[src/logic/mem_consts.svh]
// Memory complex constants
// Bus widths, memory depth, host register map and loader opcodes

`ifndef MEM_CONSTS_SVH
`define MEM_CONSTS_SVH

`define MEM_ADDR_W 16
`define MEM_DATA_W 32
`define MEM_DEPTH 1024
`define MEM_WORD_W 10

// Host block in device space
`define HOST_DID 7'h7f
`define HOST_REG_FINISH 2'd0
`define HOST_REG_TRACE 2'd1
`define TRACE_W 8

// Loader command opcodes
`define NBF_OP_W 2
`define NBF_OP_WRITE 2'd1
`define NBF_OP_FINISH 2'd2

`endif

[src/logic/mem_pkg.sv]
// Memory complex types
// One bus address word, seen either as a DRAM word index or as a
// device register access, selected by the top bit

`include "mem_consts.svh"

package mem_pkg;

  typedef struct packed {
    logic                                 space;
    logic [`MEM_ADDR_W-1-`MEM_WORD_W-1:0] unused;
    logic [`MEM_WORD_W-1:0]               word;
  } dram_addr_s;

  // Device space, space bit set
  typedef struct packed {
    logic       space;
    logic [6:0] did;
    logic [5:0] rsvd;
    logic [1:0] reg_idx;
  } dev_addr_s;

  typedef union packed {
    dram_addr_s dram;
    dev_addr_s  dev;
  } mem_addr_u;

endpackage

[src/logic/mem_bus_if.sv]
// Memory bus
// Valid/ready request channel with a response pulse that has no ready,
// one transaction outstanding per requester

`timescale 1ns/1ps
`include "mem_consts.svh"

interface mem_bus_if
  import mem_pkg::*;
();

  logic                   req_v;
  logic                   req_we;
  mem_addr_u              req_addr;
  logic [`MEM_DATA_W-1:0] req_wdata;
  logic                   req_ready;
  logic                   rsp_v;
  logic [`MEM_DATA_W-1:0] rsp_rdata;

  modport requester (
    output req_v,
    output req_we,
    output req_addr,
    output req_wdata,
    input  req_ready,
    input  rsp_v,
    input  rsp_rdata
  );

  modport responder (
    input  req_v,
    input  req_we,
    input  req_addr,
    input  req_wdata,
    output req_ready,
    output rsp_v,
    output rsp_rdata
  );

endinterface

[src/logic/host_regs.sv]
// Host register block
// Device-space registers for the sticky finish flag and the trace
// enable vector, both readable over the bus

`timescale 1ns/1ps
`include "mem_consts.svh"

module host_regs
  import mem_pkg::*;
(
  input  logic                clk_i,
  input  logic                arst_n_i,
  mem_bus_if.responder        bus_i,
  output logic                finish_o,
  output logic [`TRACE_W-1:0] trace_en_o
);

  dev_addr_s              dev_a;
  logic                   xfer;
  logic                   hit;
  logic [`MEM_DATA_W-1:0] rd_val;
  logic                   rsp_v_r;
  logic [`MEM_DATA_W-1:0] rdata_r;

  assign dev_a           = bus_i.req_addr.dev;
  assign bus_i.req_ready = 1'b1;
  assign xfer            = bus_i.req_v & bus_i.req_ready;
  assign hit             = dev_a.did == `HOST_DID;

  assign bus_i.rsp_v     = rsp_v_r;
  assign bus_i.rsp_rdata = rdata_r;

  // Zero for writes, foreign devices and unmapped registers
  always_comb
  begin
    rd_val = '0;
    if (hit && !bus_i.req_we)
    begin
      case (dev_a.reg_idx)
        `HOST_REG_FINISH: rd_val[0] = finish_o;
        `HOST_REG_TRACE:  rd_val[`TRACE_W-1:0] = trace_en_o;
        default:          rd_val = '0;
      endcase
    end
  end

  always_ff @(posedge clk_i or negedge arst_n_i)
  begin
    if (!arst_n_i)
    begin
      rsp_v_r    <= 1'b0;
      finish_o   <= 1'b0;
      trace_en_o <= '0;
    end
    else
    begin
      rsp_v_r <= xfer;
      if (xfer && hit && bus_i.req_we && dev_a.reg_idx == `HOST_REG_FINISH)
        finish_o <= 1'b1;
      if (xfer && hit && bus_i.req_we && dev_a.reg_idx == `HOST_REG_TRACE)
        trace_en_o <= bus_i.req_wdata[`TRACE_W-1:0];
    end
  end

  always_ff @(posedge clk_i)
  begin
    if (xfer)
      rdata_r <= rd_val;
  end

endmodule

[src/flat_wrapper.sv]
// flat-port wrapper written by rule: the top's interface ports become plain ports
module host_regs_flat import mem_pkg::*;
  (clk_i, arst_n_i, finish_o, trace_en_o, bus_i_req_v, bus_i_req_we, bus_i_req_addr, bus_i_req_wdata, bus_i_req_ready, bus_i_rsp_v, bus_i_rsp_rdata);
  mem_bus_if bus_i_i ();
  input  logic clk_i;
  input  logic arst_n_i;
  output logic finish_o;
  output logic [`TRACE_W-1:0] trace_en_o;
  input wire logic [$bits(bus_i_i.req_v)-1:0] bus_i_req_v;
  input wire logic [$bits(bus_i_i.req_we)-1:0] bus_i_req_we;
  input wire logic [$bits(bus_i_i.req_addr)-1:0] bus_i_req_addr;
  input wire logic [$bits(bus_i_i.req_wdata)-1:0] bus_i_req_wdata;
  output wire logic [$bits(bus_i_i.req_ready)-1:0] bus_i_req_ready;
  output wire logic [$bits(bus_i_i.rsp_v)-1:0] bus_i_rsp_v;
  output wire logic [$bits(bus_i_i.rsp_rdata)-1:0] bus_i_rsp_rdata;
  assign bus_i_i.req_v = bus_i_req_v;
  assign bus_i_i.req_we = bus_i_req_we;
  assign bus_i_i.req_addr = bus_i_req_addr;
  assign bus_i_i.req_wdata = bus_i_req_wdata;
  assign bus_i_req_ready = bus_i_i.req_ready;
  assign bus_i_rsp_v = bus_i_i.rsp_v;
  assign bus_i_rsp_rdata = bus_i_i.rsp_rdata;
  host_regs u_core (.clk_i(clk_i), .arst_n_i(arst_n_i), .bus_i(bus_i_i), .finish_o(finish_o), .trace_en_o(trace_en_o));
endmodule
[config.mk]
export PLATFORM = sky130hd
export DESIGN_NAME = host_regs_flat
export DESIGN_NICKNAME = d
export VERILOG_FILES = /design/src/logic/mem_pkg.sv /design/src/logic/mem_bus_if.sv /design/src/logic/host_regs.sv /design/src/flat_wrapper.sv
export VERILOG_INCLUDE_DIRS = /design/src /design/src/logic
export SDC_FILE = /design/constraint.sdc
export NUM_CORES = 1
export LEC_CHECK = 0
export BUFFER_PORTS_ARGS = -buffer_cell sky130_fd_sc_hd__buf_2
export CORE_MARGIN = 4
export CORE_UTILIZATION = 34
export DETAILED_ROUTE_END_ITERATION = 12
export GPL_ROUTABILITY_DRIVEN = 0
export GPL_TIMING_DRIVEN = 0
export HOLD_SLACK_MARGIN = 0.06
export PLACE_DENSITY = 0.89
export SKIP_LAST_GASP = 1
export SYNTH_ARGS = -nofsm -noshare
export SYNTH_HDL_FRONTEND = slang
export SYNTH_SLANG_ARGS = --single-unit
[constraint.sdc]
create_clock -name clk_i -period 0.9 [get_ports clk_i]
set_clock_uncertainty 0.05 [all_clocks]
set_input_delay 0.045 -clock clk_i [delete_from_list [all_inputs] [get_ports clk_i]]
set_output_delay 0.045 -clock clk_i [all_outputs]
set_load 0.02 [all_outputs]
==> metrics.log <==
[metrics] status: complete, but fails checks
[metrics] violated checks: negative hold slack, negative setup slack
[metrics] number of hold buffers added after CTS: 11
[metrics] maximum operating frequency: between 1000 and 1500 MHz
[metrics] clock tree from TritonCTS: yes
[metrics] worst path setup slack after routing: -87.2 ps
[metrics] sequential area share after synthesis: between 50 and 60%
[metrics] number of cells produced by synthesis: between 70 and 80
[metrics] antenna violations before repair: 0
[metrics] Worst setup EP type: flop
[metrics] remaining routing DRC violations: 0
[metrics] relative slew slack: between 60% and 70%
[metrics] Startpoint Class: primary input
[metrics] critical setup path kind: in2reg
[metrics] total of flip-flops plus latches after synthesis: 18
[metrics] Total Routed Length: 2.28 mm
[metrics] fin area: between 1500 and 2000 um^2
[metrics] Area Overhead vs Synth: 71.9%
[metrics] final antenna-violating net count: 0
[metrics] final setup fails: 28
[metrics] starting utilization of the core area: 36.3%
[metrics] measured slew at the worst slew-check pin: roughly 520 ps
[metrics] first-pass GRT wire length: about 3.4 mm
[metrics] mean number of vias per cell: just under 4
[metrics] worst hold slack: -49.7 ps
[metrics] Yosys warning count: 0
[metrics] number of placement rows: 18
[metrics] shortest clock period the worst path allows after layout: 987 ps
[metrics] aggregate negative setup slack: -1030 ps
[metrics] area of the core: ~2500 um^2
[metrics] Distinct cells, synth: 17
[metrics] net count reported at finish: about 210
[metrics] share of the cycle needed by the critical path after routing: 110%
[metrics] Placement Setup Slack: -617 ps
[metrics] number of primary I/O pins: 95
[metrics] aggregate global-route resource usage: between 10% and 20%
[metrics] average wire per standard cell: around 12 um
[metrics] highest ir drop seen on vdd: about 0.6 mV
[metrics] static power due to leakage: 0.825 nW
[metrics] placed wire-length estimate: between 1.5 and 2 mm
[metrics] latest clock arrival within the worst-skew pair: ~290 ps
[metrics] total overflow reported by the global router: 0
[metrics] worst endpoint required time: between 1000 and 1500 ps
[metrics] max-cap viol count: 0
[metrics] total placed instance area: around 1200 um^2
[metrics] maximum clock insertion buffer count: 2
[metrics] number of global-route vias before repair: ~750
[metrics] CTS buffer count: 3
[metrics] Yosys top cell by area: sky130_fd_sc_hd__dfrtp_1
[metrics] post-layout total power: around 1.7 mW
[metrics] final slew viol count: 0
[metrics] maximum level of the CTS H-tree: 1
[metrics] Syn Std Cell Area: slightly above 900 um^2
[metrics] flop-to-flop setup slack: -40 ps
[metrics] Die H: 59.9 um
[metrics] number of antenna repair diodes: 0
[metrics] Arrival @ worst endpoint: between 1000 and 1500 ps
[metrics] total number of vias: ~730
[metrics] number of DRC violations after detailed-routing iteration 0: 21
[metrics] count of TritonRoute iterations in the first routing pass: 4
[metrics] area of the die: between 3000 and 4000 um^2
[metrics] path class of the lowest-slack min-delay path: in2reg
[metrics] clk root buf: sky130_fd_sc_hd__clkbuf_4
[metrics] horizontal die dimension: 59.9 um
[metrics] Hold Vio Cnt, Final: 1
[metrics] CTS clock-pin slew for the worst setup and hold paths: ~100 ps
[metrics] total of buffers placed on input and output ports: 38
[metrics] Area contributors post-synth: sky130_fd_sc_hd__dfrtp_1, sky130_fd_sc_hd__edfxtp_1, sky130_fd_sc_hd__buf_4
[metrics] sinks on the clock net: 18
[metrics] number of fillers in the final layout: slightly above 200
[metrics] power density normalized to cell area: 1070 nW/um^2
[metrics] portion of synthesized cell area occupied by the leading cell type: a little over a quarter
[metrics] maximum net fanout on the critical path: 8
[metrics] ratio of cells with drive above 1 in the final layout: 54.2%
[metrics] setup repair after global routing missed its margin: yes
[metrics] average cell area after synthesis: approximately 13 um^2
[metrics] largest net degree at the start of global routing: 11
[per-layer routing]
metal  part of all wire, %  vias up  track usage (%)
li1                      -      358                -
met1                    33      314             13.2
met2                    54       44             22.8
met3                    10       10             4.32
met4                   3.3        0             7.91
met5                     0        -                0
[where the power goes]
group | internal (mW) | switching [mW] | leakage, nW | total (mW)
Clock | 0.161 | 0.240 | 0.0154 | 0.402
Combinational | 0.200 | 0.202 | 0.595 | 0.402
Sequential | 0.877 | 0.0103 | 0.215 | 0.887
[sequential cells by signal (all words and copies together), names as in the netlist]
| signal | cells |
|---|---|
| u_core.finish_o | 1 |
| u_core.trace_en_o | 8 |
| u_core.bus_i.rsp_v | 1 |
| u_core.bus_i.rsp_rdata | 8 |
[critical path, cell delays in order]
cell and delay (ps):
sky130_fd_sc_hd__buf_2 110, sky130_fd_sc_hd__nand4_4 110, sky130_fd_sc_hd__nor4_4 300, sky130_fd_sc_hd__buf_6 200, sky130_fd_sc_hd__mux2_2 350
[synthesized netlist by cell type (all sizes together)]
library cell and number:
and2 7, buf 25, conb 2, dfrtp 10, edfxtp 8, inv 2
mux2 8, mux2i 1, nand2b 1, nand3 1, nand3b 1, nand4 1
nor3 1, nor4 2, o41ai 1, or3 1
[cell type report]
type                       count  area, um^2  share of cell area, %
sequential                    18         490                   31.2
timing repair buffer          54         469                   29.8
multi-input combinational     50         355                   22.6
buffer                        25         188                   11.9
tap                           30        37.5                   2.38
clock buffer                   3        22.5                   1.43
inverter                       2        7.51                  0.477
clock inverter                 1        3.75                  0.238
[stage by stage]
stage	hold WS (ps)	utilization, %	cells
CTS	-50.9	59.3	181
global route	-54.5	62.4	183
floorplan	-301	-	95
global placement	-139	49.5	163
detailed placement	-136	49.5	163
finish	-49.7	62.4	183
[what timing repair did]
action | in CTS | in global routing
resized for setup | 26 | 17
hold endpoints to repair | 29 | 1
pin swaps | 2 | 2
setup buffers | 3 | 2
endpoints found under the setup margin | 34 | 42
[worst paths after layout]
path                                        endpoint                  from  depth (start not counted)
min in group asynchronous            u_core.finish_o              arst_n_i                          2
max in group asynchronous       u_core.trace_en_o[1]              arst_n_i                          2
max                             u_core.trace_en_o[2]    bus_i_req_addr[13]                          5
max reg2reg                u_core.bus_i.rsp_rdata[0]  u_core.trace_en_o[0]                          2
min                                  u_core.finish_o     bus_i_req_addr[0]                          2
min reg2reg                          u_core.finish_o       u_core.finish_o                          2
[cell usage in the layout (no fill, tap or decap)]
master | synthesis | final
sky130_fd_sc_hd__inv_1 | 2 | 2
sky130_fd_sc_hd__dfrtp_1 | 10 | 10
sky130_fd_sc_hd__nor3_1 | 1 | 1
sky130_fd_sc_hd__nand2b_1 | 1 | 1
sky130_fd_sc_hd__mux2_4 | 0 | 5
sky130_fd_sc_hd__o41ai_1 | 1 | 1
sky130_fd_sc_hd__dlymetal6s4s_1 | 0 | 1
sky130_fd_sc_hd__buf_4 | 25 | 29
sky130_fd_sc_hd__buf_2 | 0 | 18
sky130_fd_sc_hd__mux2_2 | 8 | 3
sky130_fd_sc_hd__nand3b_1 | 1 | 1
sky130_fd_sc_hd__conb_1 | 2 | 25
sky130_fd_sc_hd__edfxtp_1 | 8 | 8
sky130_fd_sc_hd__nand4_4 | 0 | 1
sky130_fd_sc_hd__buf_6 | 0 | 21
sky130_fd_sc_hd__mux2i_1 | 1 | 1
sky130_fd_sc_hd__or3_1 | 1 | 1
sky130_fd_sc_hd__nor4_4 | 1 | 1
sky130_fd_sc_hd__nand3_2 | 0 | 1
sky130_fd_sc_hd__clkbuf_4 | 0 | 3
sky130_fd_sc_hd__dlygate4sd3_1 | 0 | 10
sky130_fd_sc_hd__nor4_2 | 0 | 1
sky130_fd_sc_hd__and2_1 | 7 | 7
sky130_fd_sc_hd__clkinv_1 | 0 | 1
[kinds of logic after synthesis]
kind of cell / Yosys count / share of synthesized area (%)
flip-flops: 18 / 53.6
multiplexers: 9 / 10.9
AO/OA/AOI/OAI: 1 / 0.956
other: 2 / 0.820
AND/OR/NAND/NOR: 15 / 12.4
buffers and inverters: 27 / 21.3
Power figures use the tool's default switching activity.
