===== src/logic/mem_consts.svh =====
// Memory complex constants
// Bus widths, memory depth, host register map and loader opcodes

`ifndef MEM_CONSTS_SVH
`define MEM_CONSTS_SVH

`define MEM_ADDR_W 16
`define MEM_DATA_W 32
`define MEM_DEPTH 1024
`define MEM_WORD_W 10

// Host block in device space
`define HOST_DID 7'h7f
`define HOST_REG_FINISH 2'd0
`define HOST_REG_TRACE 2'd1
`define TRACE_W 8

// Loader command opcodes
`define NBF_OP_W 2
`define NBF_OP_WRITE 2'd1
`define NBF_OP_FINISH 2'd2

`endif


===== src/logic/mem_pkg.sv =====
// Memory complex types
// One bus address word, seen either as a DRAM word index or as a
// device register access, selected by the top bit

`include "mem_consts.svh"

package mem_pkg;

  typedef struct packed {
    logic                                 space;
    logic [`MEM_ADDR_W-1-`MEM_WORD_W-1:0] unused;
    logic [`MEM_WORD_W-1:0]               word;
  } dram_addr_s;

  // Device space, space bit set
  typedef struct packed {
    logic       space;
    logic [6:0] did;
    logic [5:0] rsvd;
    logic [1:0] reg_idx;
  } dev_addr_s;

  typedef union packed {
    dram_addr_s dram;
    dev_addr_s  dev;
  } mem_addr_u;

endpackage


===== src/logic/mem_bus_if.sv =====
// Memory bus
// Valid/ready request channel with a response pulse that has no ready,
// one transaction outstanding per requester

`timescale 1ns/1ps
`include "mem_consts.svh"

interface mem_bus_if
  import mem_pkg::*;
();

  logic                   req_v;
  logic                   req_we;
  mem_addr_u              req_addr;
  logic [`MEM_DATA_W-1:0] req_wdata;
  logic                   req_ready;
  logic                   rsp_v;
  logic [`MEM_DATA_W-1:0] rsp_rdata;

  modport requester (
    output req_v,
    output req_we,
    output req_addr,
    output req_wdata,
    input  req_ready,
    input  rsp_v,
    input  rsp_rdata
  );

  modport responder (
    input  req_v,
    input  req_we,
    input  req_addr,
    input  req_wdata,
    output req_ready,
    output rsp_v,
    output rsp_rdata
  );

endinterface


===== src/logic/nbf_loader.sv =====
// NBF program loader
// Takes one command at a time, turns writes into bus writes and
// raises a sticky done flag on the finish command

`timescale 1ns/1ps
`include "mem_consts.svh"

module nbf_loader
  import mem_pkg::*;
(
  input  logic                   clk_i,
  input  logic                   arst_n_i,
  input  logic                   nbf_v_i,
  input  logic [`NBF_OP_W-1:0]   nbf_op_i,
  input  logic [`MEM_ADDR_W-1:0] nbf_addr_i,
  input  logic [`MEM_DATA_W-1:0] nbf_data_i,
  output logic                   nbf_ready_o,
  output logic                   done_o,
  mem_bus_if.requester           bus_o
);

  localparam logic [2:0] ST_BOOT = 3'd0;
  localparam logic [2:0] ST_IDLE = 3'd1;
  localparam logic [2:0] ST_REQ  = 3'd2;
  localparam logic [2:0] ST_WAIT = 3'd3;
  localparam logic [2:0] ST_DONE = 3'd4;

  logic [2:0]             state_r;
  logic                   accept;
  mem_addr_u              addr_r;
  logic [`MEM_DATA_W-1:0] data_r;

  assign nbf_ready_o = state_r == ST_IDLE;
  assign done_o      = state_r == ST_DONE;
  assign accept      = nbf_v_i & nbf_ready_o;

  assign bus_o.req_v     = state_r == ST_REQ;
  assign bus_o.req_we    = 1'b1;
  assign bus_o.req_addr  = addr_r;
  assign bus_o.req_wdata = data_r;

  always_ff @(posedge clk_i or negedge arst_n_i)
  begin
    if (!arst_n_i)
      state_r <= ST_BOOT;
    else
    begin
      case (state_r)
        ST_BOOT: state_r <= ST_IDLE;
        ST_IDLE:
        begin
          // Unknown opcodes are taken and dropped
          if (accept && nbf_op_i == `NBF_OP_WRITE)
            state_r <= ST_REQ;
          else if (accept && nbf_op_i == `NBF_OP_FINISH)
            state_r <= ST_DONE;
        end
        ST_REQ:  if (bus_o.req_ready) state_r <= ST_WAIT;
        ST_WAIT: if (bus_o.rsp_v) state_r <= ST_IDLE;
        ST_DONE: state_r <= ST_DONE;
        default: state_r <= ST_IDLE;
      endcase
    end
  end

  always_ff @(posedge clk_i)
  begin
    if (accept)
    begin
      addr_r <= nbf_addr_i;
      data_r <= nbf_data_i;
    end
  end

  a_done_sticky: assert property (@(posedge clk_i) disable iff (!arst_n_i)
    done_o |=> done_o);

endmodule


===== src/flat_wrapper.sv =====
// flat-port wrapper written by rule: the top's interface ports become plain ports
module nbf_loader_flat import mem_pkg::*;
  (clk_i, arst_n_i, nbf_v_i, nbf_op_i, nbf_addr_i, nbf_data_i, nbf_ready_o, done_o, bus_o_req_v, bus_o_req_we, bus_o_req_addr, bus_o_req_wdata, bus_o_req_ready, bus_o_rsp_v, bus_o_rsp_rdata);
  mem_bus_if bus_o_i ();
  input  logic clk_i;
  input  logic arst_n_i;
  input  logic nbf_v_i;
  input  logic [`NBF_OP_W-1:0] nbf_op_i;
  input  logic [`MEM_ADDR_W-1:0] nbf_addr_i;
  input  logic [`MEM_DATA_W-1:0] nbf_data_i;
  output logic nbf_ready_o;
  output logic done_o;
  output wire logic [$bits(bus_o_i.req_v)-1:0] bus_o_req_v;
  output wire logic [$bits(bus_o_i.req_we)-1:0] bus_o_req_we;
  output wire logic [$bits(bus_o_i.req_addr)-1:0] bus_o_req_addr;
  output wire logic [$bits(bus_o_i.req_wdata)-1:0] bus_o_req_wdata;
  input wire logic [$bits(bus_o_i.req_ready)-1:0] bus_o_req_ready;
  input wire logic [$bits(bus_o_i.rsp_v)-1:0] bus_o_rsp_v;
  input wire logic [$bits(bus_o_i.rsp_rdata)-1:0] bus_o_rsp_rdata;
  assign bus_o_req_v = bus_o_i.req_v;
  assign bus_o_req_we = bus_o_i.req_we;
  assign bus_o_req_addr = bus_o_i.req_addr;
  assign bus_o_req_wdata = bus_o_i.req_wdata;
  assign bus_o_i.req_ready = bus_o_req_ready;
  assign bus_o_i.rsp_v = bus_o_rsp_v;
  assign bus_o_i.rsp_rdata = bus_o_rsp_rdata;
  nbf_loader u_core (.clk_i(clk_i), .arst_n_i(arst_n_i), .nbf_v_i(nbf_v_i), .nbf_op_i(nbf_op_i), .nbf_addr_i(nbf_addr_i), .nbf_data_i(nbf_data_i), .nbf_ready_o(nbf_ready_o), .done_o(done_o), .bus_o(bus_o_i));
endmodule

===== config.mk =====
export PLATFORM = sky130hd
export DESIGN_NAME = nbf_loader_flat
export DESIGN_NICKNAME = d
export VERILOG_FILES = /design/src/logic/mem_pkg.sv /design/src/logic/mem_bus_if.sv /design/src/logic/nbf_loader.sv /design/src/flat_wrapper.sv
export VERILOG_INCLUDE_DIRS = /design/src /design/src/logic
export SDC_FILE = /design/constraint.sdc
export NUM_CORES = 1
export LEC_CHECK = 0
export BUFFER_PORTS_ARGS = -buffer_cell sky130_fd_sc_hd__buf_2
export CAP_MARGIN = 0
export CORE_MARGIN = 2
export CORE_UTILIZATION = 37
export CTS_BUF_LIST = sky130_fd_sc_hd__clkbuf_4 sky130_fd_sc_hd__clkbuf_8 sky130_fd_sc_hd__clkbuf_16
export CTS_CLUSTER_SIZE = 10
export DETAILED_ROUTE_END_ITERATION = 7
export HOLD_SLACK_MARGIN = 0.05
export MAX_ROUTING_LAYER = met4
export PLACE_DENSITY_LB_ADDON = 0.08
export SLEW_MARGIN = 20
export SYNTH_ARGS = -nofsm -noshare
export SYNTH_HDL_FRONTEND = slang
export SYNTH_SLANG_ARGS = --single-unit

===== constraint.sdc =====
create_clock -name clk_i -period 2.85 [get_ports clk_i]
set_input_delay 0.285 -clock clk_i [delete_from_list [all_inputs] [get_ports clk_i]]
set_output_delay 0.285 -clock clk_i [all_outputs]
set_load 0.02 [all_outputs]

==> impl_metrics.csv <==
group,metric,value,unit
outcome,run_status,"finished clean",
place,place_hpwl,2480,um
timing,fmax,0.551,GHz
worst_setup_path,path_cells,"nor4bb_4 -> buf_12",
yosys,muxShareOfSynthArea,0,%
yosys,syn_area,0.00164,mm^2
clock_tree,post_cts_buffers,0,
yosys,yosys.area_share.simple,4.34,%
clock_tree,clock_path_buffers,2,
routing,finalWirelength,3230,um
place,gp_congestion,0.693,
worst_setup_path,worst_ep_required_time,2.84,ns
clock_tree,cts_tree,"built",
timing,relSlewSlack,50.9,%
yosys,synth_nets,152,
timing,finalHoldViolCount,0,
floorplanning,core,0.00432,mm^2
yosys,async_flop_share,5.88,%
worst_setup_path,r2r-start,"u_core.state_r[1]$_DFFE_PN0P_",
yosys,yosysMostFrequentCell,"edfxtp_1",
cells_and_area,drive_above_1_share,63.7,%
yosys,synthTopCellsByCount,"48 x edfxtp_1, 3 x dfrtp_1, 2 x nor3b_1",
clock_tree,root_buffer,"clkbuf_8",
routing,wl_per_cell,14.0,um
timing,period_needed,1.81,ns
yosys,netlist.area_leader.share,87.8,%
worst_setup_path,crit_buf_inv,1,
clock_tree,post_cts_resized,0,
timing,tns,0,ns
worst_setup_path,cp-end-kind,"flop",
yosys,yosysWarnings,0,
worst_setup_path,reg2reg_slack,1.04,ns
worst_hold_path,hold_class,"input pin to flop",
yosys,synth_cells,65,
routing,drc,0,
yosys,ys_ff_latch,51,
global_route,grt_max_degree,42,
yosys,synth_compound_area_share,1.83,%
worst_setup_path,crit_arrival,1.80,ns
global_route,grtUsageTotal,13.7,%
worst_hold_path,hold_path_startpoint,"nbf_data_i[1]",
run,maxCapViolCount,0,
yosys,yosys.area.top_type,"edfxtp_1",
yosys,synth_cell_type_count,15,
routing,vias,1023,
worst_setup_path,critical_path.top_delay_family,"simple AND/OR/NAND/NOR gates",
clock_tree,ctsHoldBuffers,1,
clock_tree,cts_sinks,51,
cells_and_area,register_area,0.00152,mm^2
routing,avgViaCountPerCell,4.43,
floorplanning,die_w,70.6,um
yosys,synthXorXnorAreaFrac,0.534,%
worst_hold_path,min_to,"u_core.bus_o.req_wdata[1]$_DFFE_PP_",
timing,fin_skew,0.00489,ns
floorplanning,die_h,70.6,um
worst_setup_path,crit_fanout,41,
timing,slew_viol_final,0,
clock_tree,cts_made_buffers,5,
yosys,netlist_top_cells_area,"edfxtp_1 88%, dfrtp_1 4.6%, nor4bb_4 1.5%",
worst_setup_path,r2r_cells,2,
pwr,p_total,1.96,mW
cells_and_area,antenna_cells,0,
global_route,grt_pass1_vias,1114,
routing,drt_iter0_drc,59,
worst_hold_path,hold_depth,1,
worst_setup_path,cpMaxStageDelayCell,"nor4bb_4",
cells_and_area,multi_input_area,114,um^2
pwr,p_leak,0.997,nW
routing,ant_nets,0,
worst_setup_path,crit_path_start_kind,"flop",
routing,first_pass_iters,4,
yosys,synth_top_family_by_area,"simple AND/OR/NAND/NOR gates",
yosys,syn_avg_cell_area,25.3,um^2
timing,worst_pin_slew,0.735,ns
worst_setup_path,critPathKind,"flop to flop",
global_route,grt_overflow,0,
yosys,yosys.area_share.adder,0,%
worst_setup_path,r2r-end,"u_core.bus_o.req_wdata[8]$_DFFE_PP_",
timing,fin_crit_sh,63.7,%
cells_and_area,n_fill_cell,373,
clock_tree,clock_latency,0.29,ns
floorplanning,rows,24,
yosys,seq_area_frac_synth,92.4,%
timing,setup_viol,0,
worst_setup_path,critPathMaxStageDelay,0.71,ns
cells_and_area,syn2layout_area_growth,42.5,%
floorplanning,initial_core_util,38.0,%
clock_tree,path_clk_slew,0.09,ns
floorplanning,pin_count,139,
yosys,ys.flop_type,"edfxtp_1",
pwr,vdd_drop_max,0.436,mV
global_route,antenna_found_initial,0,
cells_and_area,final_nets,265,
floorplanning,dieArea,0.00499,mm^2
timing,rsz0062_at_grt,"false",
clock_tree,cts_max_level,2,
cells_and_area,final_util,54.1,%
yosys,synth-edff-count,48,
pwr,pwr_density_cell,837,mW/mm^2
place,io_buffers,105,
global_route,grt_pass1_wl,5000,um
registers in the layout (all words and copies together) (netlist names):
name                    count
u_core.bus_o.req_addr      16
u_core.bus_o.req_wdata     32
u_core.state_r              3
cell families (layout without fill, tap and decap cells):
group	count (synthesis)	in the layout
AOI/OAI and AO/OA	4	4
xor gates and xnor gates	1	1
buffers and inverters	2	116
DFF	51	51
other	1	1
and+or+nand+nor	6	6
area by class of cell:
class | count | share of cell area (%)
clock buffer | 5 | 2.94
timing repair buffer | 107 | 23.8
multi-input combinational | 12 | 4.87
clock inverter | 3 | 0.642
tap | 52 | 2.78
inverter | 1 | 0.161
sequential | 51 | 64.8
per-stage QoR:
stage | worst slack (ns) | hold WS, ns | area, um^2 | std cells
floorplan | 0.250 | -0.0106 | 1640 | 65
global placement | 1.08 | 0.0837 | 2240 | 222
detailed placement | 1.01 | 0.0852 | 2240 | 222
CTS | 1.01 | 0.149 | 2340 | 231
global route | 0.918 | 0.140 | 2340 | 231
finish | 1.04 | 0.163 | 2340 | 231
cell usage in the layout, fill, tap and decap left out:
master,netlist,final
buf_2,0,105
edfxtp_1,48,48
clkbuf_8,0,5
dfrtp_1,3,3
nor3b_1,2,2
clkinv_1,0,2
nor4bb_4,1,1
nor3b_2,1,1
and4b_1,1,1
a31oi_1,1,1
o21a_1,1,1
xor2_1,1,1
nor4b_1,1,1
a211oi_1,1,1
inv_1,1,1
a31o_1,1,1
conb_1,1,1
clkinvlp_4,0,1
dlygate4sd3_1,0,1
buf_12,0,1
worst register-to-register path, stage by stage, from the launching register on:
cell and delay, ns:
dfrtp_1 0.48, nor4bb_4 0.71, buf_12 0.32
routing by layer:
layer  routed length (um)  global-route usage (%)
met1                 1160                    13.9
met2                 1700                    23.2
met3                  317                    4.84
met4                   53                    7.13
met5                    0                       -
worst max path at each step:
stage | from | endpoint | slack (ns) | cells after the start
2_1_floorplan | u_core.state_r[1]$_DFFE_PN0P_ | u_core.bus_o.req_addr[0]$_DFFE_PP_ | 0.25 | 1
3_3_place_gp | u_core.state_r[1]$_DFFE_PN0P_ | u_core.bus_o.req_addr[11]$_DFFE_PP_ | 1.08 | 2
3_5_place_dp | u_core.state_r[1]$_DFFE_PN0P_ | u_core.bus_o.req_addr[7]$_DFFE_PP_ | 1.01 | 2
4_1_cts | u_core.state_r[2]$_DFFE_PN0P_ | u_core.bus_o.req_wdata[24]$_DFFE_PP_ | 1.01 | 2
5_1_grt | u_core.state_r[1]$_DFFE_PN0P_ | u_core.bus_o.req_wdata[7]$_DFFE_PP_ | 0.92 | 2
6_report | u_core.state_r[1]$_DFFE_PN0P_ | u_core.bus_o.req_wdata[8]$_DFFE_PP_ | 1.04 | 2
power breakdown:
group	switching (mW)	internal, mW	total (mW)
logic	0.337	0.167	0.503
clock network	0.216	0.167	0.383
registers	0.0550	1.02	1.07
total	0.607	1.35	1.96
Note: power is estimated with default switching activity, not from simulation.
