## src/logic/mem_consts.svh

```systemverilog
// Memory complex constants
// Bus widths, memory depth, host register map and loader opcodes

`ifndef MEM_CONSTS_SVH
`define MEM_CONSTS_SVH

`define MEM_ADDR_W 16
`define MEM_DATA_W 32
`define MEM_DEPTH 1024
`define MEM_WORD_W 10

// Host block in device space
`define HOST_DID 7'h7f
`define HOST_REG_FINISH 2'd0
`define HOST_REG_TRACE 2'd1
`define TRACE_W 8

// Loader command opcodes
`define NBF_OP_W 2
`define NBF_OP_WRITE 2'd1
`define NBF_OP_FINISH 2'd2

`endif

```

## src/logic/mem_pkg.sv

```systemverilog
// Memory complex types
// One bus address word, seen either as a DRAM word index or as a
// device register access, selected by the top bit

`include "mem_consts.svh"

package mem_pkg;

  typedef struct packed {
    logic                                 space;
    logic [`MEM_ADDR_W-1-`MEM_WORD_W-1:0] unused;
    logic [`MEM_WORD_W-1:0]               word;
  } dram_addr_s;

  // Device space, space bit set
  typedef struct packed {
    logic       space;
    logic [6:0] did;
    logic [5:0] rsvd;
    logic [1:0] reg_idx;
  } dev_addr_s;

  typedef union packed {
    dram_addr_s dram;
    dev_addr_s  dev;
  } mem_addr_u;

endpackage

```

## src/logic/mem_bus_if.sv

```systemverilog
// Memory bus
// Valid/ready request channel with a response pulse that has no ready,
// one transaction outstanding per requester

`timescale 1ns/1ps
`include "mem_consts.svh"

interface mem_bus_if
  import mem_pkg::*;
();

  logic                   req_v;
  logic                   req_we;
  mem_addr_u              req_addr;
  logic [`MEM_DATA_W-1:0] req_wdata;
  logic                   req_ready;
  logic                   rsp_v;
  logic [`MEM_DATA_W-1:0] rsp_rdata;

  modport requester (
    output req_v,
    output req_we,
    output req_addr,
    output req_wdata,
    input  req_ready,
    input  rsp_v,
    input  rsp_rdata
  );

  modport responder (
    input  req_v,
    input  req_we,
    input  req_addr,
    input  req_wdata,
    output req_ready,
    output rsp_v,
    output rsp_rdata
  );

endinterface

```

## src/logic/mem_arbiter.sv

```systemverilog
// Memory complex arbiter
// Round-robin between the loader and the core port, holding the bus
// until the target responds, and routing by the address space bit

`timescale 1ns/1ps
`include "mem_consts.svh"

module mem_arbiter
  import mem_pkg::*;
(
  input  logic         clk_i,
  input  logic         arst_n_i,
  mem_bus_if.responder ldr_i,
  mem_bus_if.responder core_i,
  mem_bus_if.requester dram_o,
  mem_bus_if.requester host_o
);

  logic                   live_r;
  logic                   busy_r;
  // Owner of the bus, also the last grant (1 = core)
  logic                   owner_r;
  logic                   offer_ldr;
  logic                   offer_core;
  logic                   grant_ldr;
  logic                   grant_core;
  logic                   xfer_ldr;
  logic                   xfer_core;
  mem_addr_u              sel_addr;
  logic                   sel_we;
  logic [`MEM_DATA_W-1:0] sel_wdata;
  logic                   rsp_v;
  logic [`MEM_DATA_W-1:0] rsp_rdata;

  // Offer the bus when idle, the loser of the last round wins a tie
  assign offer_ldr  = live_r & ~busy_r & (~core_i.req_v | owner_r);
  assign offer_core = live_r & ~busy_r & (~ldr_i.req_v | ~owner_r);
  assign grant_ldr  = offer_ldr & ldr_i.req_v;
  assign grant_core = offer_core & core_i.req_v;

  assign sel_addr  = grant_core ? core_i.req_addr : ldr_i.req_addr;
  assign sel_we    = grant_core ? core_i.req_we : ldr_i.req_we;
  assign sel_wdata = grant_core ? core_i.req_wdata : ldr_i.req_wdata;

  assign dram_o.req_v     = (grant_ldr | grant_core) & ~sel_addr.dram.space;
  assign dram_o.req_we    = sel_we;
  assign dram_o.req_addr  = sel_addr;
  assign dram_o.req_wdata = sel_wdata;
  assign host_o.req_v     = (grant_ldr | grant_core) & sel_addr.dram.space;
  assign host_o.req_we    = sel_we;
  assign host_o.req_addr  = sel_addr;
  assign host_o.req_wdata = sel_wdata;

  // Ready comes back from the target that the requester addresses
  assign ldr_i.req_ready = offer_ldr &
    (ldr_i.req_addr.dram.space ? host_o.req_ready : dram_o.req_ready);
  assign core_i.req_ready = offer_core &
    (core_i.req_addr.dram.space ? host_o.req_ready : dram_o.req_ready);

  assign xfer_ldr  = ldr_i.req_v & ldr_i.req_ready;
  assign xfer_core = core_i.req_v & core_i.req_ready;

  assign rsp_v     = dram_o.rsp_v | host_o.rsp_v;
  assign rsp_rdata = host_o.rsp_v ? host_o.rsp_rdata : dram_o.rsp_rdata;

  assign ldr_i.rsp_v      = rsp_v & ~owner_r;
  assign ldr_i.rsp_rdata  = rsp_rdata;
  assign core_i.rsp_v     = rsp_v & owner_r;
  assign core_i.rsp_rdata = rsp_rdata;

  always_ff @(posedge clk_i or negedge arst_n_i)
  begin
    if (!arst_n_i)
    begin
      live_r  <= 1'b0;
      busy_r  <= 1'b0;
      owner_r <= 1'b0;
    end
    else
    begin
      live_r <= 1'b1;
      if (xfer_ldr | xfer_core)
      begin
        busy_r  <= 1'b1;
        owner_r <= xfer_core;
      end
      else if (rsp_v)
        busy_r <= 1'b0;
    end
  end

  a_single_xfer: assert property (@(posedge clk_i) disable iff (!arst_n_i)
    !(xfer_ldr && xfer_core));

  a_rsp_when_busy: assert property (@(posedge clk_i) disable iff (!arst_n_i)
    rsp_v |-> busy_r);

endmodule

```

## src/flat_wrapper.sv

```systemverilog
// flat-port wrapper written by rule: the top's interface ports become plain ports
module mem_arbiter_flat import mem_pkg::*;
  (clk_i, arst_n_i, ldr_i_req_v, ldr_i_req_we, ldr_i_req_addr, ldr_i_req_wdata, ldr_i_req_ready, ldr_i_rsp_v, ldr_i_rsp_rdata, core_i_req_v, core_i_req_we, core_i_req_addr, core_i_req_wdata, core_i_req_ready, core_i_rsp_v, core_i_rsp_rdata, dram_o_req_v, dram_o_req_we, dram_o_req_addr, dram_o_req_wdata, dram_o_req_ready, dram_o_rsp_v, dram_o_rsp_rdata, host_o_req_v, host_o_req_we, host_o_req_addr, host_o_req_wdata, host_o_req_ready, host_o_rsp_v, host_o_rsp_rdata);
  mem_bus_if ldr_i_i ();
  mem_bus_if core_i_i ();
  mem_bus_if dram_o_i ();
  mem_bus_if host_o_i ();
  input  logic clk_i;
  input  logic arst_n_i;
  input wire logic [$bits(ldr_i_i.req_v)-1:0] ldr_i_req_v;
  input wire logic [$bits(ldr_i_i.req_we)-1:0] ldr_i_req_we;
  input wire logic [$bits(ldr_i_i.req_addr)-1:0] ldr_i_req_addr;
  input wire logic [$bits(ldr_i_i.req_wdata)-1:0] ldr_i_req_wdata;
  output wire logic [$bits(ldr_i_i.req_ready)-1:0] ldr_i_req_ready;
  output wire logic [$bits(ldr_i_i.rsp_v)-1:0] ldr_i_rsp_v;
  output wire logic [$bits(ldr_i_i.rsp_rdata)-1:0] ldr_i_rsp_rdata;
  input wire logic [$bits(core_i_i.req_v)-1:0] core_i_req_v;
  input wire logic [$bits(core_i_i.req_we)-1:0] core_i_req_we;
  input wire logic [$bits(core_i_i.req_addr)-1:0] core_i_req_addr;
  input wire logic [$bits(core_i_i.req_wdata)-1:0] core_i_req_wdata;
  output wire logic [$bits(core_i_i.req_ready)-1:0] core_i_req_ready;
  output wire logic [$bits(core_i_i.rsp_v)-1:0] core_i_rsp_v;
  output wire logic [$bits(core_i_i.rsp_rdata)-1:0] core_i_rsp_rdata;
  output wire logic [$bits(dram_o_i.req_v)-1:0] dram_o_req_v;
  output wire logic [$bits(dram_o_i.req_we)-1:0] dram_o_req_we;
  output wire logic [$bits(dram_o_i.req_addr)-1:0] dram_o_req_addr;
  output wire logic [$bits(dram_o_i.req_wdata)-1:0] dram_o_req_wdata;
  input wire logic [$bits(dram_o_i.req_ready)-1:0] dram_o_req_ready;
  input wire logic [$bits(dram_o_i.rsp_v)-1:0] dram_o_rsp_v;
  input wire logic [$bits(dram_o_i.rsp_rdata)-1:0] dram_o_rsp_rdata;
  output wire logic [$bits(host_o_i.req_v)-1:0] host_o_req_v;
  output wire logic [$bits(host_o_i.req_we)-1:0] host_o_req_we;
  output wire logic [$bits(host_o_i.req_addr)-1:0] host_o_req_addr;
  output wire logic [$bits(host_o_i.req_wdata)-1:0] host_o_req_wdata;
  input wire logic [$bits(host_o_i.req_ready)-1:0] host_o_req_ready;
  input wire logic [$bits(host_o_i.rsp_v)-1:0] host_o_rsp_v;
  input wire logic [$bits(host_o_i.rsp_rdata)-1:0] host_o_rsp_rdata;
  assign ldr_i_i.req_v = ldr_i_req_v;
  assign ldr_i_i.req_we = ldr_i_req_we;
  assign ldr_i_i.req_addr = ldr_i_req_addr;
  assign ldr_i_i.req_wdata = ldr_i_req_wdata;
  assign ldr_i_req_ready = ldr_i_i.req_ready;
  assign ldr_i_rsp_v = ldr_i_i.rsp_v;
  assign ldr_i_rsp_rdata = ldr_i_i.rsp_rdata;
  assign core_i_i.req_v = core_i_req_v;
  assign core_i_i.req_we = core_i_req_we;
  assign core_i_i.req_addr = core_i_req_addr;
  assign core_i_i.req_wdata = core_i_req_wdata;
  assign core_i_req_ready = core_i_i.req_ready;
  assign core_i_rsp_v = core_i_i.rsp_v;
  assign core_i_rsp_rdata = core_i_i.rsp_rdata;
  assign dram_o_req_v = dram_o_i.req_v;
  assign dram_o_req_we = dram_o_i.req_we;
  assign dram_o_req_addr = dram_o_i.req_addr;
  assign dram_o_req_wdata = dram_o_i.req_wdata;
  assign dram_o_i.req_ready = dram_o_req_ready;
  assign dram_o_i.rsp_v = dram_o_rsp_v;
  assign dram_o_i.rsp_rdata = dram_o_rsp_rdata;
  assign host_o_req_v = host_o_i.req_v;
  assign host_o_req_we = host_o_i.req_we;
  assign host_o_req_addr = host_o_i.req_addr;
  assign host_o_req_wdata = host_o_i.req_wdata;
  assign host_o_i.req_ready = host_o_req_ready;
  assign host_o_i.rsp_v = host_o_rsp_v;
  assign host_o_i.rsp_rdata = host_o_rsp_rdata;
  mem_arbiter u_core (.clk_i(clk_i), .arst_n_i(arst_n_i), .ldr_i(ldr_i_i), .core_i(core_i_i), .dram_o(dram_o_i), .host_o(host_o_i));
endmodule
```

## config.mk

```make
export PLATFORM = sky130hd
export DESIGN_NAME = mem_arbiter_flat
export DESIGN_NICKNAME = d
export VERILOG_FILES = /design/src/logic/mem_pkg.sv /design/src/logic/mem_bus_if.sv /design/src/logic/mem_arbiter.sv /design/src/flat_wrapper.sv
export VERILOG_INCLUDE_DIRS = /design/src /design/src/logic
export SDC_FILE = /design/constraint.sdc
export NUM_CORES = 1
export LEC_CHECK = 0
export BUFFER_PORTS_ARGS = -buffer_cell sky130_fd_sc_hd__buf_4
export CAP_MARGIN = 30
export CORE_AREA = 3 3 130 132
export CTS_CLUSTER_SIZE = 24
export DETAILED_ROUTE_END_ITERATION = 16
export DIE_AREA = 0 0 133 135
export SETUP_SLACK_MARGIN = 0.15
export SKIP_CTS_REPAIR_TIMING = 1
export SLEW_MARGIN = 10
export SYNTH_ARGS = -nofsm -noshare
export SYNTH_HDL_FRONTEND = slang
export SYNTH_SLANG_ARGS = --single-unit
export TNS_END_PERCENT = 20
```

## constraint.sdc

```tcl
create_clock -name clk_i -period 1.5 [get_ports clk_i]
set_input_delay 0.15 -clock clk_i [delete_from_list [all_inputs] [get_ports clk_i]]
set_output_delay 0.15 -clock clk_i [all_outputs]
set_load 0.02 [all_outputs]
```

==> impl_metrics.csv, run 1 <==
group,metric,value,unit
sta,finalSetupTns,-20720,ps
placed_design,hpwl,8.87,mm
cells_and_area,final_design_area_no_fill,4480,um^2
setup_path,worstPathArrival,1600,ps
power,power-per-cell-area,636,nW/um^2
placed_design,routabilityCongestion,0.730,
cells_and_area,area_taken_by_multi_input_logic_gates,1240,um^2
sta,fmaxAchievable,0.572,GHz
route,vias,2366,
clock_network,htree_levels,1,
synthesis,synth.distinct_cells,24,
synthesis,mappedNetlistArea,2000,um^2
cells_and_area,post_route_cells_drive_above_1_share,94.5,%
power,internal_power,1.68,mW
route,drt-vias-per-instance,3.51,
sta,timing.final.max_slew_violations,0,
placed_design,placed_cells_incl_taps,669,
route,average_wire_per_standard_cell,14.7,um
setup_path,crit_path_end_kind,"output pin",
synthesis,synth_area_per_cell,10.2,um^2
grt,grt_overflow_total,0,
status,violations,"setup timing",
status,result_of_the_run,"finished with violations",
power,peakVddDrop,298,uV
setup_path,worst-path-buf-inv,2,
cells_and_area,finish.net_count,629,
placed_design,placedInstanceArea,4210,um^2
clock_network,clock_path_buffers,2,
route,wirelength,9.89,mm
power,switching_share,41.1,%
die,chipWidth,133,um
synthesis,syn-instance-count,197,
setup_path,worst_path_largest_cell_delay,400,ps
setup_path,worstRegToRegCells,4,
clock_network,cts_root_buf,"sky130_fd_sc_hd__clkbuf_16",
sta,finClkSkew,0.193,ps
synthesis,syn_nets,367,
grt,wire_length_of_the_first_global_routing_pass,13.2,mm
die,dieArea,18000,um^2
grt,antenna_found_initial,0,
power,combPwrFrac,81.3,%
clock_network,clk_transition_reported_paths,30,ps
route,ant_nets,0,
synthesis,ys_seq_area_share,3.75,%
power,power_switching,1.17,mW
setup_path,regToRegStartpoint,"u_core.busy_r",
grt,globalRouteTotalUtil,9.17,%
placed_design,pre_cts_ws,-18.9,ps
die,die_height,135,um
die,coreArea,15800,um^2
synthesis,yosys_warnings,0,
route,detail_route.iter0.violations,77,
sta,report.final.hold_viol_count,0,
setup_path,worst_path_dominant_cell_family,"flip-flops",
sta,setup_viol,100,
setup_path,worstSetupStartpointType,"flop",
die,ios,338,
grt,grt_max_degree,34,
sta,rsz0062_at_grt,"yes",
setup_path,critPathRequiredTime,1350,ps
die,floorplan.initialDensity,12.7,%
setup_path,crit_type,"flop to output pin",
placed_design,io_buffers,337,
route,drcViolationCount,0,
setup_path,slowest_stage,"sky130_fd_sc_hd__dfrtp_1",
setup_path,regToRegSetupSlack,370,ps
setup_path,critical_path.max_fanout,25,
cells_and_area,antenna_cells_inserted,0,
setup_path,r2r_end,"u_core.busy_r",
sta,ratio_of_final_minimum_period_to_clock_period,117,%
setup_path,crit_path_cell_trace,"nor2b_4 -> nand3_4 -> buf_12 -> mux2_4 -> buf_4",
die,row_count,46,
power,power.share.sequential,3.8,%
power,static_leakage,2.46,nW
flow_run,drv.max_cap_violation_count,0,
cells_and_area,sequential_cell_area,75.1,um^2
clock_network,clkLatencyLatePin,220,ps
power,power.total,2.84,mW
power,clock_power_share,14.9,%
cells_and_area,post_layout_nonfiller_instances,674,
grt,grt_pass1_vias,2517,
synthesis,synth_seq_cells,3,
sta,post-route-worst-setup-slack,-250,ps
route,detailedRoute.firstPassIterationCount,4,
clock_network,cts_made_buffers,3,
clock_network,cts_tree,"yes",
min_path,worst_hold_path_type,"input port to async pin",
sta,final_period_minus_worst_setup_slack,1750,ps
clock_network,clock_sinks,3,
cells_and_area,fillCellCount,1706,
cells_and_area,flow.area_growth_from_synthesis,123,%
==> layer usage <==
metal | share of wire [%] | track usage (%) | vias up
li1 | - | - | 1119
met1 | 30 | 8.64 | 1052
met2 | 58 | 19.6 | 191
met3 | 11 | 2.87 | 4
met4 | 0.16 | 0.866 | 0
met5 | 0 | 0 | -
==> registers in the layout, indices dropped and copies added (netlist names) <==
register / flops
u_core.busy_r: 1
u_core.live_r: 1
u_core.owner_r: 1
==> cell usage in the layout (no fill, tap or decap), drive strengths merged <==
master	count
a21oi	1
a31o	1
and3b	1
buf	346
clkbuf	4
conb	1
dfrtp	3
dlygate4sd3	1
inv	2
mux2	81
mux2i	1
nand2	4
nand3	1
nand4	1
nor2	3
nor2b	2
o2111ai	1
o211a	1
o211ai	1
o21ai	1
o2bb2ai	1
==> kinds of logic after synthesis <==
kind of cell	synth area share [%]
mux	55.0
buf+inv	34.5
other cells	0.187
simple gates	3.93
flops	3.75
compound gates	2.68
==> worst max path at each step <==
stage | from | end | cells past startpoint | slack, ps
2_1_floorplan | u_core.busy_r | host_o_req_addr[0] | 5 | -30
3_3_place_gp | u_core.busy_r | host_o_req_wdata[6] | 5 | -0.4
3_5_place_dp | u_core.busy_r | dram_o_req_wdata[6] | 5 | -20
4_1_cts | u_core.busy_r | dram_o_req_wdata[6] | 5 | -260
5_1_grt | u_core.busy_r | dram_o_req_wdata[6] | 5 | -310
6_report | u_core.busy_r | dram_o_req_wdata[6] | 5 | -250
==> through the flow <==
| stage | hold slack, ps | utilization, % |
|---|---|---|
| detailed placement | -54.0 | 26.6 |
| CTS | -286 | 27.1 |
| floorplan | -146 | - |
| global placement | -58.4 | 26.6 |
| finish | 274 | 28.3 |
| global route | 301 | 28.3 |
==> synthesized netlist by cell type, drive strengths merged <==
| master | n | area (um^2) |
|---|---|---|
| a31o | 1 | 8.76 |
| o2bb2ai | 1 | 8.76 |
| conb | 1 | 3.75 |
| and3b | 1 | 8.76 |
| buf | 89 | 679 |
| mux2 | 81 | 1090 |
| clkbuf | 1 | 3.75 |
| a21oi | 1 | 5.00 |
| mux2i | 1 | 10.0 |
| nand4 | 1 | 6.26 |
| o21ai | 1 | 5.00 |
| o211a | 1 | 10.0 |
| nor2 | 3 | 11.3 |
| o211ai | 1 | 7.51 |
| nand2 | 4 | 15.0 |
| dfrtp | 3 | 75.1 |
| inv | 2 | 7.51 |
| o2111ai | 1 | 8.76 |
| nor2b | 2 | 20.0 |
| nand3 | 1 | 17.5 |
==> layout make-up <==
type / instances / share of cell area [%]
Multi-Input combinational cell: 102 / 27.7
Sequential cell: 3 / 1.68
Tap cell: 216 / 6.04
Timing Repair Buffer: 347 / 62.7
Inverter: 2 / 0.168
Clock buffer: 4 / 1.76
==> power by group through the flow <==
stage               clock network, mW  logic (mW)  registers, mW
floorplan                           0        1.38          0.113
global placement                    0        2.23          0.108
detailed placement                  0        2.23          0.108
CTS                             0.431        2.24          0.109
global route                    0.438        2.43          0.111
finish                          0.423        2.31          0.108
(Power assumes the default switching activity.)
==> run 2, diff against run 1 <==
--- a/config.mk
+++ b/config.mk
@@ -12,6 +12,7 @@
 export CTS_CLUSTER_SIZE = 24
 export DETAILED_ROUTE_END_ITERATION = 16
 export DIE_AREA = 0 0 133 135
+export GPL_TIMING_DRIVEN = 0
 export SETUP_SLACK_MARGIN = 0.15
 export SKIP_CTS_REPAIR_TIMING = 1
 export SLEW_MARGIN = 10
==> constraint.sdc (replaced) <==
create_clock -name clk_i -period 1.5 [get_ports clk_i]
set_input_delay 0.225 -clock clk_i [delete_from_list [all_inputs] [get_ports clk_i]]
set_output_delay 0.225 -clock clk_i [all_outputs]
set_load 0.02 [all_outputs]
==> run 2 against run 1 <==
Against the previous run:
- the flow still finishes with violations (setup timing)
- first-iteration DRC count shrank 25%
- wire length grew 13%
- non-clock buffer count grew 85
- global-route usage grew 0.99 points
- critical path depth grew 2
- fmax shrank 13%
- final cell count grew 13%
- clock skew grew 0.73 ps
- sequential cell count is the same
==> impl_metrics.csv, run 2 (synthesized netlist as in run 1, its figures left out) <==
group,metric,value,unit
sta,finClkSkew,0.925,ps
setup_path,worst-path-buf-inv,4,
cells_and_area,finish.net_count,714,
min_path,worst_hold_path_type,"input port to async pin",
placed_design,placed_cells_incl_taps,749,
setup_path,critical_path.max_fanout,7,
power,static_leakage,3.09,nW
placed_design,io_buffers,336,
die,floorplan.initialDensity,12.7,%
clock_network,cts_tree,"yes",
cells_and_area,reg.largest.list,"u_core.busy_r x1, u_core.live_r x1, u_core.owner_r x1",
setup_path,worstPathArrival,1770,ps
power,combPwrFrac,83.7,%
sta,post-route-worst-setup-slack,-500,ps
clock_network,cts_root_buf,"sky130_fd_sc_hd__clkbuf_16",
route,average_wire_per_standard_cell,14.7,um
clock_network,cts_made_buffers,3,
clock_network,clkLatencyLatePin,220,ps
clock_network,clk_transition_reported_paths,30,ps
route,detail_route.iter0.violations,58,
die,ios,338,
sta,setup_viol,100,
placed_design,routabilityCongestion,0.738,
sta,ratio_of_final_minimum_period_to_clock_period,133,%
power,peakVddDrop,271,uV
sta,report.final.hold_viol_count,0,
cells_and_area,antenna_cells_inserted,0,
route,ant_nets,0,
setup_path,critPathRequiredTime,1270,ps
grt,antenna_found_initial,0,
setup_path,slowest_stage,"sky130_fd_sc_hd__dfrtp_1",
power,power_switching,1.30,mW
die,row_count,46,
die,dieArea,18000,um^2
cells_and_area,flow.area_growth_from_synthesis,178,%
setup_path,worstSetupStartpointType,"flop",
sta,final_period_minus_worst_setup_slack,2000,ps
setup_path,crit_path_cell_trace,"nor2b_4 -> nand3_4 -> buf_12 -> buf_12 -> mux2_4 -> buf_6 -> buf_6",
flow_run,drv.max_cap_violation_count,0,
clock_network,clock_sinks,3,
die,coreArea,15800,um^2
grt,grt_max_degree,11,
power,internal_power,2.09,mW
status,result_of_the_run,"finished with violations",
status,violations,"setup timing",
cells_and_area,layout.cells.most_common_list,"sky130_fd_sc_hd__buf_4, sky130_fd_sc_hd__buf_6, sky130_fd_sc_hd__mux2_4",
cells_and_area,post_route_cells_drive_above_1_share,95.8,%
setup_path,crit_path_end_kind,"output pin",
route,drcViolationCount,0,
grt,grt_pass1_vias,2847,
cells_and_area,postLayoutCoreUtil,35.1,%
sta,fmaxAchievable,0.500,GHz
power,switching_share,38.4,%
setup_path,worst_path_largest_cell_delay,390,ps
setup_path,crit_type,"flop to output pin",
route,detailedRoute.firstPassIterationCount,4,
grt,wire_length_of_the_first_global_routing_pass,14.7,mm
die,chipWidth,133,um
grt,globalRouteTotalUtil,10.2,%
route,drt-vias-per-instance,3.60,
route,vias,2730,
power,clock_power_share,12.6,%
cells_and_area,fillCellCount,1616,
sta,timing.final.max_slew_violations,0,
clock_network,htree_levels,1,
sta,rsz0062_at_grt,"yes",
cells_and_area,mostFrequentLayoutCell,"sky130_fd_sc_hd__buf_4",
power,power.total,3.39,mW
placed_design,hpwl,9.58,mm
die,die_height,135,um
route,wirelength,11.2,mm
power,power-per-cell-area,609,nW/um^2
clock_network,clock_path_buffers,2,
power,power.share.sequential,3.7,%
cells_and_area,post_layout_nonfiller_instances,759,
grt,grt_overflow_total,0,
setup_path,worst_path_dominant_cell_family,"buffers and inverters",
placed_design,pre_cts_ws,-437,ps
[run 2: per-layer routing]
layer / vias up / part of all wire [%] / GRT usage [%] / wire [um]
met3: 6 / 9.7 / 2.83 / 1080
met5: - / 0 / 0 / 0
met4: 0 / 0.49 / 1.21 / 55
li1: 1289 / - / - / -
met1: 1242 / 34 / 9.86 / 3810
met2: 193 / 56 / 21.5 / 6220
[run 2: worst paths after layout]
kind                               start                   to  slack [ps]  depth (start not counted)
setup / recovery           u_core.busy_r  host_o_req_addr[14]        -500                          7
hold / removal                  arst_n_i        u_core.live_r         340                          2
setup reg to reg           u_core.busy_r        u_core.busy_r         140                          6
hold reg to reg            u_core.busy_r        u_core.busy_r         560                          2
max in group asynchronous       arst_n_i       u_core.owner_r        1050                          2
min in group clk_i          dram_o_rsp_v        u_core.busy_r         340                          4
[run 2: layout make-up]
type / instances / area (um^2) / share of cell area (%)
sequential: 3 / 76.3 / 1.37
buffer: 90 / 917 / 16.5
multi-input combinational: 102 / 1310 / 23.6
timing repair buffer: 342 / 2900 / 52.1
clock buffer: 4 / 78.8 / 1.42
inverter: 2 / 7.51 / 0.135
tap: 216 / 270 / 4.86
[run 2: power by group through the flow]
stage | clock network (mW) | logic (mW) | registers [mW]
4_1_cts | 0.431 | 2.48 | 0.119
3_3_place_gp | 0 | 2.47 | 0.119
6_report | 0.425 | 2.84 | 0.126
2_1_floorplan | 0 | 1.38 | 0.113
5_1_grt | 0.442 | 2.97 | 0.130
3_5_place_dp | 0 | 2.48 | 0.119
[run 2: per-stage QoR]
stage / setup TNS [ps] / instance area (um^2) / hold WS, ps
global route: -44680 / 5560 / 355
detailed placement: -33930 / 4800 / 19.2
floorplan: -4800 / 2000 / -70.6
finish: -40370 / 5560 / 341
global placement: -36630 / 4800 / 15.5
CTS: -57940 / 4880 / -215
==> run 3, diff against run 2 <==
--- a/config.mk
+++ b/config.mk
@@ -12,7 +12,8 @@
 export CTS_CLUSTER_SIZE = 24
 export DETAILED_ROUTE_END_ITERATION = 16
 export DIE_AREA = 0 0 133 135
-export GPL_TIMING_DRIVEN = 0
+export GPL_TIMING_DRIVEN = 1
+export MAX_ROUTING_LAYER = met4
 export SETUP_SLACK_MARGIN = 0.15
 export SKIP_CTS_REPAIR_TIMING = 1
 export SLEW_MARGIN = 10
==> run 3 against run 2 <==
Against the previous run:
- the run still ends with setup timing left
- total power down 16%
- largest cell class unchanged
- via count down 12%
- register-to-register slack better by 220 ps
- worst setup slack better by 180 ps
- non-clock buffer count down 84
- sequential power down 14%
- clock power about the same
- critical path type unchanged
- die area unchanged
- count of clock-buffer cells in the layout unchanged
- critical endpoint is now host_o_req_wdata[6]
- utilization down 6.8 points
==> impl_metrics.csv, run 3 (synthesized netlist as in run 1, its figures left out) <==
group,metric,value,unit
setup_path,slowest_stage,"sky130_fd_sc_hd__dfrtp_1",
die,row_count,46,
grt,grt_pass1_vias,2523,
power,power-per-cell-area,634,nW/um^2
cells_and_area,sequential_cell_area,75.1,um^2
route,drcViolationCount,0,
setup_path,crit_type,"flop to output pin",
setup_path,regToRegStartpoint,"u_core.busy_r",
clock_network,clock_path_buffers,2,
status,violations,"setup timing",
clock_network,cts_root_buf,"sky130_fd_sc_hd__clkbuf_16",
setup_path,regToRegSetupSlack,360,ps
route,detailedRoute.firstPassIterationCount,4,
sta,fmaxAchievable,0.550,GHz
die,dieArea,18000,um^2
die,floorplan.initialDensity,12.7,%
status,result_of_the_run,"finished with violations",
grt,grt_overflow_total,0,
grt,grt_max_degree,34,
route,detail_route.iter0.violations,24,
cells_and_area,post_route_cells_drive_above_1_share,94.8,%
sta,ratio_of_final_minimum_period_to_clock_period,121,%
clock_network,clock_sinks,3,
sta,setup_viol,100,
sta,finalSetupTns,-27570,ps
setup_path,worstSetupStartpointType,"flop",
sta,report.final.hold_viol_count,0,
min_path,worst_hold_path_type,"input port to async pin",
sta,finClkSkew,1.28,ps
sta,final_period_minus_worst_setup_slack,1820,ps
setup_path,worstRegToRegCells,4,
die,chipWidth,133,um
cells_and_area,fillCellCount,1717,
route,ant_nets,0,
cells_and_area,layout.cells.most_common_list,"sky130_fd_sc_hd__buf_4, sky130_fd_sc_hd__mux2_4, sky130_fd_sc_hd__buf_6",
clock_network,clkLatencyLatePin,220,ps
sta,worst_hold_check_slack,340,ps
grt,globalRouteTotalUtil,9.56,%
placed_design,io_buffers,337,
setup_path,worst-path-buf-inv,2,
setup_path,r2r_end,"u_core.owner_r",
setup_path,crit_path_end_kind,"output pin",
cells_and_area,reg.largest.list,"u_core.busy_r x1, u_core.live_r x1, u_core.owner_r x1",
setup_path,worstPathArrival,1590,ps
setup_path,crit_path_cell_trace,"nor2b_4 -> nand3_4 -> buf_12 -> mux2_4 -> buf_4",
clock_network,cts_made_buffers,3,
sta,rsz0062_at_grt,"yes",
cells_and_area,mostFrequentLayoutCell,"sky130_fd_sc_hd__buf_4",
cells_and_area,area_taken_by_multi_input_logic_gates,1250,um^2
setup_path,worst_path_dominant_cell_family,"flip-flops",
route,average_wire_per_standard_cell,14.7,um
route,drt-vias-per-instance,3.55,
setup_path,critPathRequiredTime,1270,ps
power,peakVddDrop,263,uV
power,static_leakage,2.46,nW
flow_run,drv.max_cap_violation_count,0,
power,power.total,2.85,mW
clock_network,clk_transition_reported_paths,30,ps
cells_and_area,postLayoutCoreUtil,28.3,%
route,vias,2394,
route,wirelength,9.93,mm
die,ios,338,
clock_network,cts_tree,"yes",
placed_design,hpwl,9.06,mm
cells_and_area,flow.area_growth_from_synthesis,124,%
setup_path,critical_path.max_fanout,25,
die,coreArea,15800,um^2
grt,wire_length_of_the_first_global_routing_pass,13.3,mm
placed_design,routabilityCongestion,0.739,
sta,timing.final.max_slew_violations,0,
die,die_height,135,um
cells_and_area,finish.net_count,630,
sta,post-route-worst-setup-slack,-319,ps
grt,antenna_found_initial,0,
setup_path,worst_path_largest_cell_delay,390,ps
cells_and_area,antenna_cells_inserted,0,
clock_network,htree_levels,1,
==> run 3: changes by cell type in the layout (fill, tap and decap cells not counted), moves of 2 or more <==
cell and delta:
sky130_fd_sc_hd__buf_6 -68, sky130_fd_sc_hd__mux2_2 +18, sky130_fd_sc_hd__clkbuf_16 -2, sky130_fd_sc_hd__buf_12 -6, sky130_fd_sc_hd__buf_8 -2, sky130_fd_sc_hd__mux2_4 -18, sky130_fd_sc_hd__buf_4 -6
==> run 3: final cells by class <==
cell class | count | share of cell area, %
Clock buffer | 4 | 1.76
Inverter | 2 | 0.167
Timing Repair Buffer | 348 | 62.5
Tap cell | 216 | 6.02
Sequential cell | 3 | 1.67
Multi-Input combinational cell | 102 | 27.9
==> run 3: how the worst max path moves through the flow <==
stage,start,end,slack [ps],cells after the start
2_1_floorplan,u_core.busy_r,host_o_req_addr[0],-100,5
3_3_place_gp,u_core.busy_r,host_o_req_wdata[6],-80,5
3_5_place_dp,u_core.busy_r,host_o_req_wdata[6],-100,5
4_1_cts,u_core.busy_r,host_o_req_wdata[6],-330,5
5_1_grt,u_core.busy_r,dram_o_req_wdata[6],-360,5
6_report,u_core.busy_r,host_o_req_wdata[6],-320,5
==> run 3: per-layer routing <==
layer | global-route usage, % | vias to the layer above | share of wire [%]
met3 | 3.06 | 2 | 11
met1 | 8.51 | 1079 | 31
met2 | 20.2 | 191 | 58
li1 | - | 1122 | -
met4 | 0.577 | 0 | 0.31
met5 | - | - | 0
==> run 3: through the flow <==
stage	instances	area [um^2]	setup WS [ps]
2_1_floorplan	197	2000	-101
3_3_place_gp	670	4220	-78.4
3_5_place_dp	670	4220	-96.2
4_1_cts	674	4300	-333
5_1_grt	675	4490	-361
6_report	675	4490	-319
==> run 3: worst reg2reg max path, delay by kind of cell (launching register included) <==
family / cells / cell delay [ps]
AOI/OAI and AO/OA: 2 / 320
buffers and inverters: 1 / 160
and+or+nand+nor: 1 / 150
DFF: 1 / 390
==> run 3: where the power goes <==
| group | switching, mW | internal, mW |
|---|---|---|
| Combinational | 1.09 | 1.23 |
| Clock | 0.0720 | 0.351 |
| Sequential | 0.0106 | 0.0972 |
